--- config.mk ---
export PLATFORM = sky130hd
export DESIGN_NAME = control_unit
export DESIGN_NICKNAME = d
export VERILOG_FILES = /design/src/rv_pkg.sv /design/src/control_unit.sv
export SDC_FILE = /design/constraint.sdc
export NUM_CORES = 1
export LEC_CHECK = 0
export BUFFER_PORTS_ARGS = -buffer_cell sky130_fd_sc_hd__buf_2
export CAP_MARGIN = 20
export CORE_AREA = 2 2 39 41
export DETAILED_ROUTE_END_ITERATION = 8
export DIE_AREA = 0 0 41 43
export PLACE_DENSITY_LB_ADDON = 0.3
export SYNTH_ARGS = -nofsm -noshare
export SYNTH_HDL_FRONTEND = slang
export SYNTH_SLANG_ARGS = --single-unit
export TNS_END_PERCENT = 10
--- constraint.sdc ---
create_clock -name vclk -period 0.9
set_input_delay 0.045 -clock vclk [all_inputs]
set_output_delay 0.045 -clock vclk [all_outputs]
set_load 0.005 [all_outputs]
--- src/rv_pkg.sv ---
`default_nettype none

package rv_pkg;

    // Base opcodes, instruction bits [6:0]
    typedef enum logic [6:0] {
        op_lui    = 7'b0110111,
        op_auipc  = 7'b0010111,
        op_jal    = 7'b1101111,
        op_jalr   = 7'b1100111,
        op_branch = 7'b1100011,
        op_load   = 7'b0000011,
        op_store  = 7'b0100011,
        op_imm    = 7'b0010011,
        op_reg    = 7'b0110011,
        op_imm_w  = 7'b0011011,
        op_reg_w  = 7'b0111011
    } opcode_t;

    typedef enum logic [2:0] {
        alu_add,
        alu_sub,
        alu_and,
        alu_or,
        alu_xor,
        alu_slt,
        alu_sltu
    } alu_op_t;

    // Value written back to rd
    typedef enum logic [1:0] {
        wb_alu,
        wb_mem,
        wb_pc4
    } wb_src_t;

    typedef struct packed {
        logic    alu_a_pc;
        logic    alu_b_imm;
        alu_op_t alu_op;
        logic    word_op;
        wb_src_t wb_src;
        logic    reg_write;
        logic    mem_write;
        logic    take_target;
        logic    jalr;
    } ctrl_t;

    typedef struct packed {
        logic zero;
        logic negative;
        logic carry;
        logic overflow;
    } flags_t;

endpackage

`default_nettype wire

--- src/control_unit.sv ---
`timescale 1ns/100ps
`default_nettype none

module control_unit (
    input  wire  reset,
    input  wire  rv_pkg::opcode_t opcode,
    input  wire  [2:0] func3,
    input  wire  funct7_5,
    input  wire  rv_pkg::flags_t flags,
    output rv_pkg::ctrl_t ctrl
);

    logic signed_less;
    logic branch_taken;

    // ALU op from func3, sub only for R-type with bit 30 set
    function automatic rv_pkg::alu_op_t decode_op(input logic [2:0] f3, input logic sub);
        case (f3)
            3'b000:  return sub ? rv_pkg::alu_sub : rv_pkg::alu_add;
            3'b010:  return rv_pkg::alu_slt;
            3'b011:  return rv_pkg::alu_sltu;
            3'b100:  return rv_pkg::alu_xor;
            3'b110:  return rv_pkg::alu_or;
            3'b111:  return rv_pkg::alu_and;
            default: return rv_pkg::alu_add;
        endcase
    endfunction

    // Flags come from rs1 - rs2
    assign signed_less = flags.negative ^ flags.overflow;

    always_comb begin
        case (func3)
            3'b000:  branch_taken = flags.zero;
            3'b001:  branch_taken = ~flags.zero;
            3'b100:  branch_taken = signed_less;
            3'b101:  branch_taken = ~signed_less;
            3'b110:  branch_taken = ~flags.carry;
            3'b111:  branch_taken = flags.carry;
            default: branch_taken = 1'b0;
        endcase
    end

    always_comb begin
        ctrl        = '0;
        ctrl.alu_op = rv_pkg::alu_add;
        ctrl.wb_src = rv_pkg::wb_alu;
        case (opcode)
            rv_pkg::op_lui: begin
                ctrl.alu_b_imm = 1'b1;
                ctrl.reg_write = 1'b1;
            end
            rv_pkg::op_auipc: begin
                ctrl.alu_a_pc  = 1'b1;
                ctrl.alu_b_imm = 1'b1;
                ctrl.reg_write = 1'b1;
            end
            rv_pkg::op_jal: begin
                ctrl.wb_src      = rv_pkg::wb_pc4;
                ctrl.reg_write   = 1'b1;
                ctrl.take_target = 1'b1;
            end
            rv_pkg::op_jalr: begin
                ctrl.alu_b_imm   = 1'b1;
                ctrl.wb_src      = rv_pkg::wb_pc4;
                ctrl.reg_write   = 1'b1;
                ctrl.take_target = 1'b1;
                ctrl.jalr        = 1'b1;
            end
            rv_pkg::op_branch: begin
                ctrl.alu_op      = rv_pkg::alu_sub;
                ctrl.take_target = branch_taken;
            end
            rv_pkg::op_load: begin
                ctrl.alu_b_imm = 1'b1;
                ctrl.wb_src    = rv_pkg::wb_mem;
                ctrl.reg_write = 1'b1;
            end
            rv_pkg::op_store: begin
                ctrl.alu_b_imm = 1'b1;
                ctrl.mem_write = 1'b1;
            end
            rv_pkg::op_imm: begin
                ctrl.alu_b_imm = 1'b1;
                ctrl.alu_op    = decode_op(func3, 1'b0);
                ctrl.reg_write = 1'b1;
            end
            rv_pkg::op_reg: begin
                ctrl.alu_op    = decode_op(func3, funct7_5);
                ctrl.reg_write = 1'b1;
            end
            rv_pkg::op_imm_w: begin
                ctrl.alu_b_imm = 1'b1;
                ctrl.word_op   = 1'b1;
                ctrl.reg_write = 1'b1;
            end
            rv_pkg::op_reg_w: begin
                ctrl.alu_op    = funct7_5 ? rv_pkg::alu_sub : rv_pkg::alu_add;
                ctrl.word_op   = 1'b1;
                ctrl.reg_write = 1'b1;
            end
            default: begin
                ctrl.reg_write = 1'b0;
            end
        endcase
        // No register or memory writes during reset
        if (reset) begin
            ctrl.reg_write = 1'b0;
            ctrl.mem_write = 1'b0;
        end
    end

endmodule

`default_nettype wire

==> flow_metrics.py, run 1 <==
metrics = {
    "routing": {
        "ant_nets": 0,
        "drtPass1Iterations": 2,
        "top_layer_used": "met3",
        "wl_met1_um": 490,
        "drt_iter0_drc": 6,
        "dr_wl_met3_um": 90,
        "wl_per_cell_um": 10.9,
        "drc_errors": 0,
        "via_per_inst": 4.81,
        "drt_wl_total_mm": 1.17,
        "dr_wl_met2_um": 593,
        "vias": 520,
    },
    "sta": {
        "rsz0062_at_grt": "yes",
        "relSlewSlack_pct": 80.5,
        "timing.final.crit_share_pct": 105,
        "finalHoldViolCount": 0,
        "holdWs_ps": 339,
        "period_needed_ps": 948,
        "fmax_mhz": 1050,
        "drv_slew": 0,
        "setup_viol": 3,
        "worst_slack_ps": -48.2,
        "finalSetupTns_ps": -94.0,
        "worstMarginPinSlew_ps": 289,
    },
    "floorplan": {
        "chipHeight_um": 43,
        "start_util_pct": 22.5,
        "num_rows": 14,
        "core_um2": 1380,
        "pin_count": 28,
        "die_area_um2": 1760,
        "die_width_um": 41,
    },
    "flow_run": {
        "cap_violations": 0,
    },
    "synth": {
        "yosysUniqueCellTypes": 28,
        "synth_area_leaders": "nor2_1 (7.2%), nor3_1 (6.4%), xnor2_1 (5.6%), nand3_1 (4.8%), inv_1 (4.8%)",
        "synthTopCellsByCount": "nor2_1 (6), inv_1 (4), nand2_1 (4), nor3_1 (4), nand3_1 (3)",
        "yosysMostFrequentCell": "nor2_1",
        "avgSynthCellArea_um2": 6.23,
        "yosysSeqAreaShare_pct": 0,
        "synth_top_area_share_pct": 7.23,
        "syn_nets": 66,
        "yosys_warnings": 0,
        "syn-instance-count": 50,
        "syn_area_um2": 312,
        "yosys.area.top_type": "nor2_1",
    },
    "final_layout": {
        "fillCellCount": 143,
        "seq_cells": 0,
        "n_antenna_cell": 0,
        "drive_gt1_share_pct": 62.0,
        "seqCellArea_um2": 0,
        "num-clock-buffers": 0,
        "area_growth_pct": 132,
        "nets": 110,
        "fin_cells": 108,
    },
    "global_routing": {
        "grt_pass1_vias": 482,
        "grt_max_degree": 9,
        "grt_pass1_wl_mm": 1.84,
        "overflow": 0,
        "grt.total_usage_pct": 13.9,
        "antenna_found_initial": 0,
    },
    "placed_design": {
        "portBuffers": 28,
        "dp_cells": 107,
        "dp_hpwl_um": 931,
        "place.gp.congestion": 0.726,
    },
    "critical_path": {
        "slowest_stage": "a311o_1",
        "crit_fanout": 2,
        "cp.required_ps": 850,
        "crit_chain": "buf_6, nor3b_2, a311o_1, a32oi_1, o22ai_1, buf_2",
        "crit_type": "input pin to primary output",
        "startpoint_type": "input pin",
        "cp.arrival_ps": 900,
        "end_kind": "primary output",
        "slowest_delay_ps": 260,
    },
    "pwr": {
        "clkPwrFrac_pct": 0,
        "peakVddDrop_mv": 0.172,
        "p_sw_uw": 115,
        "power_density_nw_per_um2": 384,
        "combPwrFrac_pct": 100.0,
        "p_int_uw": 163,
        "seq_power_share_pct": 0,
        "p_sw_share_pct": 41.4,
        "power_uw": 278,
        "p_leak_uw": 0.000351,
    },
    "outcome": {
        "outcome": "finished, violations left",
        "violations": "negative setup slack",
    },
    "worst_hold_path": {
        "min_path_type": "input pin to primary output",
    },
}
[cells in the final DEF (no fill, tap or decap), types with 2 or more instances in the layout]
cell / instances
inv_1: 3
nor3_1: 4
nand3_1: 3
buf_4: 13
xnor2_1: 2
buf_6: 9
and3_4: 2
buf_8: 2
buf_2: 20
nor3b_2: 2
a21oi_1: 2
o21bai_1: 2
nor2_1: 4
nand2_1: 4
[layout make-up]
type                       count  area [µm²]  area share (%)
tap                           16        20.0            2.77
multi-input combinational     44         354            49.0
timing repair buffer          44         329            45.5
inverter                       4        20.0            2.77
[kinds of logic (layout without fill, tap and decap cells)]
logic type | count (synthesis) | in the layout | synth area share (%)
AOI/OAI and AO/OA | 14 | 14 | 34.1
xor gates and xnor gates | 2 | 2 | 5.62
buffers and inverters | 6 | 48 | 8.83
and+or+nand+nor | 28 | 28 | 51.4
[metal layers]
| layer | track usage [%] | vias up |
|---|---|---|
| li1 | - | 274 |
| met1 | 17.8 | 223 |
| met2 | 25.9 | 23 |
| met3 | 0 | 0 |
| met4 | 0 | 0 |
| met5 | 0 | - |
[worst max-delay path: cells and delay by family]
family | cells | cell delay, ps
compound gates | 3 | 500
simple gates | 1 | 140
buf+inv | 2 | 220
[power by group through the flow]
stage / clock [µW] / combinational, µW / sequential (µW)
2_1_floorplan: 0 / 89.8 / 0
6_report: 0 / 278 / 0
3_5_place_dp: 0 / 207 / 0
5_1_grt: 0 / 301 / 0
4_1_cts: 0 / 229 / 0
3_3_place_gp: 0 / 205 / 0
[through the flow]
stage	util (%)	setup WS, ps	instance area, µm²
final	52.3	-48.2	723
after global routing	52.3	-96.1	723
after CTS	44.8	-64.0	619
after detailed placement	41.3	-135	572
after global placement	41.3	-127	572
after floorplan	-	92.2	312
[timing repair]
item	4_1_cts	5_1_grt
buffers inserted	0	1
pin swaps	3	12
hold buffers	0	0
endpoints found under the setup margin	6	9
resized for setup	9	31
[final timing paths]
check / startpoint / end / slack, ps / cells after the start
hold / removal: reset / ctrl[2] / 340 / 3
setup / recovery: flags[3] / ctrl[1] / -50 / 6
Power figures use the tool's default switching activity.
==> run 2, diff against run 1 <==
clock period = 1 ns   (was 0.9 ns; I/O delays follow)
==> run 2 against run 1 <==
Compared with the run above: the flow now finishes without violations; global-route usage decreased by 1.8 points; routed wire length is 5.0% lower; largest cell class unchanged; cell count down 7.4%; critical endpoint unchanged; total power down 30%; worst hold slack improved by 6.0 ps; critical path depth stayed put; clock-buffer cell count is the same; die area is the same; sequential share of layout area is the same.
==> flow_metrics.py, run 2 (synthesized netlist as in run 1, its figures left out) <==
metrics = {
    "routing": {
        "drtPass1Iterations": 3,
        "vias": 514,
        "drc_errors": 0,
        "drt_iter0_drc": 5,
        "via_per_inst": 5.14,
        "ant_nets": 0,
        "wl_per_cell_um": 11.2,
        "drt_wl_total_mm": 1.12,
    },
    "global_routing": {
        "overflow": 0,
        "grt.total_usage_pct": 12.1,
        "grt_pass1_vias": 410,
        "grt-busiest-layer": "met2",
        "grtUsageMet2_pct": 23.1,
        "grt_use_met3_pct": 0,
        "use_met1_pct": 14.9,
        "antenna_found_initial": 0,
        "grt_max_degree": 11,
        "grt_pass1_wl_mm": 1.59,
    },
    "floorplan": {
        "core_um2": 1380,
        "die_width_um": 41,
        "num_rows": 14,
        "start_util_pct": 22.5,
        "die_area_um2": 1760,
        "chipHeight_um": 43,
        "pin_count": 28,
    },
    "pwr": {
        "p_sw_uw": 91.9,
        "seq_power_share_pct": 0,
        "combPwrFrac_pct": 100.0,
        "power_uw": 194,
        "p_leak_uw": 0.000291,
        "p_sw_share_pct": 47.5,
        "p_int_uw": 102,
        "peakVddDrop_mv": 0.150,
        "power_density_nw_per_um2": 338,
        "clkPwrFrac_pct": 0,
    },
    "sta": {
        "worst_slack_ps": 34.2,
        "finalSetupTns_ps": 0,
        "finalHoldViolCount": 0,
        "worstMarginPinSlew_ps": 282,
        "rsz0062_at_grt": "yes",
        "timing.final.crit_share_pct": 96.6,
        "setup_viol": 0,
        "relSlewSlack_pct": 81.0,
        "period_needed_ps": 966,
        "drv_slew": 0,
        "fmax_mhz": 1040,
    },
    "flow_run": {
        "cap_violations": 0,
    },
    "critical_path": {
        "crit_chain": "buf_2, nor3b_1, a311o_1, a32oi_1, o22ai_1, buf_2",
        "end_kind": "primary output",
        "slowest_stage": "a311o_1",
        "crit_type": "input pin to primary output",
        "cp.arrival_ps": 920,
        "cp.required_ps": 950,
        "crit_fanout": 2,
        "startpoint_type": "input pin",
        "slowest_delay_ps": 270,
        "cp_common_cell": "buf_2",
    },
    "final_layout": {
        "area_growth_pct": 83.9,
        "drive_gt1_share_pct": 50.0,
        "n_antenna_cell": 0,
        "seqCellArea_um2": 0,
        "seq_cells": 0,
        "layout_common_cells": "buf_2 (24), buf_4 (7), nor2_1 (5)",
        "final_common_cell": "buf_2",
        "fin_cells": 100,
        "num-clock-buffers": 0,
        "nets": 102,
    },
    "placed_design": {
        "portBuffers": 28,
        "place.gp.congestion": 0.714,
        "dp_hpwl_um": 870,
        "place_ws_ps": -52.2,
        "dp_cells": 100,
    },
    "outcome": {
        "outcome": "complete, no violations",
    },
    "worst_hold_path": {
        "min_path_type": "input pin to primary output",
    },
    "clocking": {
        "cts_setup_buffers": 0,
    },
}
run 2: changes by cell type in the layout (fill, tap and decap cells not counted), moves of 2 or more:
cell	delta
buf_4	-6
buf_6	-6
buf_2	+4
buf_8	-2
clkbuf_4	+2
nor3b_1	+2
nor3b_2	-2
run 2: worst paths after layout:
check      from       to  cells after the start
min       reset  ctrl[3]                      3
max    flags[3]  ctrl[1]                      6
run 2: power by group through the flow:
stage	registers, µW	clock network (µW)	logic [µW]
global route	0	0	209
global placement	0	0	165
finish	0	0	194
detailed placement	0	0	167
floorplan	0	0	80.8
CTS	0	0	172
run 2: worst max-delay path: cells and delay by family:
kind                   cells  cell delay, ps
AOI/OAI and AO/OA          3             510
buffers and inverters      2             230
and+or+nand+nor            1             120
run 2: routing by layer:
layer  vias to the layer above  share of wire [%]
li1                        257                  -
met1                       236                 44
met2                        21                 49
met3                         0                6.6
met4                         0                  0
met5                         -                  0
run 2: what timing repair did:
item                                    4_1_cts  5_1_grt
gates resized for setup                       1       14
hold buffers                                  0        0
endpoints found under the setup margin        2        8
pin swaps                                     3        4
run 2: area by class of cell:
| cell class | instances | area (µm²) |
|---|---|---|
| Multi-Input combinational cell | 44 | 314 |
| Tap cell | 16 | 20.0 |
| Timing Repair Buffer | 36 | 221 |
| Inverter | 4 | 17.5 |
| Fill cell | 160 | 811 |
run 2: stage by stage:
| step | util (%) | hold slack [ps] | instance area, µm² |
|---|---|---|---|
| floorplan | - | 131 | 312 |
| global placement | 37.5 | 338 | 519 |
| detailed placement | 37.5 | 345 | 519 |
| CTS | 38.2 | 346 | 528 |
| global route | 41.4 | 365 | 573 |
| finish | 41.4 | 345 | 573 |
==> run 3, diff against run 2 <==
ABC_AREA = 1   (was not set)
GPL_TIMING_DRIVEN = 1   (was not set)
==> run 3 against run 2 <==
Compared with the run above: fmax rose by 3.9%; die area did not move; non-clock buffer count fell by 8; critical path depth rose by 3; final area rose by 5.5%; setup slack improved by 36 ps; global-route usage rose by 0.50 points; sequential share of layout area did not move; flip-flop and latch count did not move; utilization rose by 2.3 points; first-iteration DRC count rose by 20%; cell count rose by 27%; largest cell class unchanged.
==> flow_metrics.py, run 3 <==
metrics = {
    "outcome": {
        "outcome": "complete, no violations",
    },
    "routing": {
        "drtPass1Iterations": 4,
        "top_layer_used": "met3",
        "drt_iter0_drc": 6,
        "drc_errors": 0,
        "dr_wl_met2_um": 552,
        "drt_wl_total_mm": 1.09,
        "ant_nets": 0,
        "dr_wl_met3_um": 64,
        "wl_met1_um": 476,
        "via_per_inst": 4.61,
        "wl_per_cell_um": 8.60,
        "vias": 585,
    },
    "floorplan": {
        "pin_count": 28,
        "num_rows": 14,
        "chipHeight_um": 43,
        "core_um2": 1380,
        "die_area_um2": 1760,
        "start_util_pct": 29.0,
        "die_width_um": 41,
    },
    "worst_hold_path": {
        "hold_depth": 3,
        "min_from": "reset",
        "hold-path-endpoint": "ctrl[2]",
        "min_path_type": "input pin to primary output",
    },
    "critical_path": {
        "end_kind": "primary output",
        "crit_fanout": 4,
        "crit_type": "input pin to primary output",
        "startpoint_type": "input pin",
        "slowest_delay_ps": 170,
        "startpoint": "opcode[3]",
        "cp.required_ps": 950,
        "crit_chain": "buf_2, inv_1, nand4_1, nor2_2, nor2_2, nand2_1, nor2_1, nor2_1, buf_2",
        "cp_num_buf_inv": 3,
        "cp.arrival_ps": 880,
        "slowest_stage": "nand4_1",
        "cp_top_family": "simple AND/OR/NAND/NOR gates",
    },
    "synth": {
        "yosys_warnings": 0,
        "yosysSeqAreaShare_pct": 0,
        "yosysUniqueCellTypes": 16,
        "avgSynthCellArea_um2": 4.84,
        "synthTopCellsByCount": "nand2_1 (19), nor2_1 (14), inv_1 (11)",
        "synth_area_leaders": "nand2_1 (18%), nor2_1 (13%), inv_1 (10%), nand3_1 (10%), nor2_2 (7.8%)",
        "syn-instance-count": 83,
        "syn_nets": 99,
        "yosysMostFrequentCell": "nand2_1",
        "syn_area_um2": 402,
        "yosys.area.top_type": "nand2_1",
        "synth_top_area_share_pct": 17.8,
    },
    "pwr": {
        "power_density_nw_per_um2": 262,
        "p_leak_uw": 0.000358,
        "peakVddDrop_mv": 0.106,
    },
    "final_layout": {
        "nets": 129,
        "num-clock-buffers": 0,
        "area_growth_pct": 50.5,
        "drive_gt1_share_pct": 44.1,
        "n_antenna_cell": 0,
        "layout_common_cells": "buf_2 (28), nand2_1 (19), nor2_1 (12)",
        "seq_cells": 0,
        "final_common_cell": "buf_2",
        "fillCellCount": 166,
        "seqCellArea_um2": 0,
    },
    "global_routing": {
        "grt.total_usage_pct": 12.6,
        "antenna_found_initial": 0,
        "overflow": 0,
        "grt_pass1_wl_mm": 1.68,
        "grt_max_degree": 8,
        "grt_pass1_vias": 457,
    },
    "flow_run": {
        "cap_violations": 0,
    },
    "placed_design": {
        "dp_hpwl_um": 936,
        "portBuffers": 28,
        "place.gp.congestion": 0.733,
    },
    "sta": {
        "finalHoldViolCount": 0,
        "fmax_mhz": 1080,
        "timing.final.crit_share_pct": 93.0,
        "drv_slew": 0,
        "rsz0062_at_grt": "yes",
        "period_needed_ps": 930,
        "finalSetupTns_ps": 0,
        "setup_viol": 0,
        "worstMarginPinSlew_ps": 187,
        "holdWs_ps": 335,
        "relSlewSlack_pct": 87.5,
    },
}
==> run 3: worst min-delay path, stage by stage <==
cell	delay, ps
buf_2	90
nor2_1	40
buf_2	110
==> run 3: how the worst max path moves through the flow <==
stage               to  slack, ps  depth (start not counted)
2_1_floorplan  ctrl[3]        310                          8
6_report       ctrl[3]         70                          9
5_1_grt        ctrl[3]        -20                          9
3_5_place_dp   ctrl[3]         30                         10
3_3_place_gp   ctrl[3]         40                         10
4_1_cts        ctrl[3]         30                         10
==> run 3: area by class of cell <==
| cell class | count | area [µm²] | share of cell area, % |
|---|---|---|---|
| timing repair buffer | 28 | 140 | 23.2 |
| multi-input combinational | 67 | 379 | 62.7 |
| inverter | 16 | 65.1 | 10.8 |
| tap | 16 | 20.0 | 3.31 |
==> run 3: through the flow <==
stage	utilization, %	cell area [µm²]	worst slack, ps	cells	total power [µW]
detailed placement	40.6	562	32.2	127	140
global route	43.7	604	-19.3	127	179
CTS	40.6	562	29.8	127	141
global placement	40.6	562	39.6	127	137
finish	43.7	604	70.1	127	159
floorplan	-	402	311	83	72.1
==> run 3: power breakdown <==
group / internal [µW] / switching, µW
logic: 59.6 / 98.9
clock network: 0 / 0
registers: 0 / 0
total: 59.6 / 98.9
==> run 3: logic make-up (layout without fill, tap and decap cells) <==
family | count (synthesis) | count (layout) | synth area share [%]
AND/OR/NAND/NOR | 60 | 60 | 75.4
AO/OA/AOI/OAI | 7 | 7 | 9.35
buffers and inverters | 16 | 44 | 15.3
==> run 3: routing by layer <==
metal  GRT usage (%)  up-vias
li1                -      324
met1            17.4      243
met2            22.2       18
met3               0        0
met4               0        0
met5               0        -
==> run 3: repair_timing <==
item,4_1_cts,5_1_grt
endpoints found under the setup margin,0,3
hold endpoints to repair,0,0
setup buffers,0,0
hold buffers,0,0
gates resized for setup,0,12
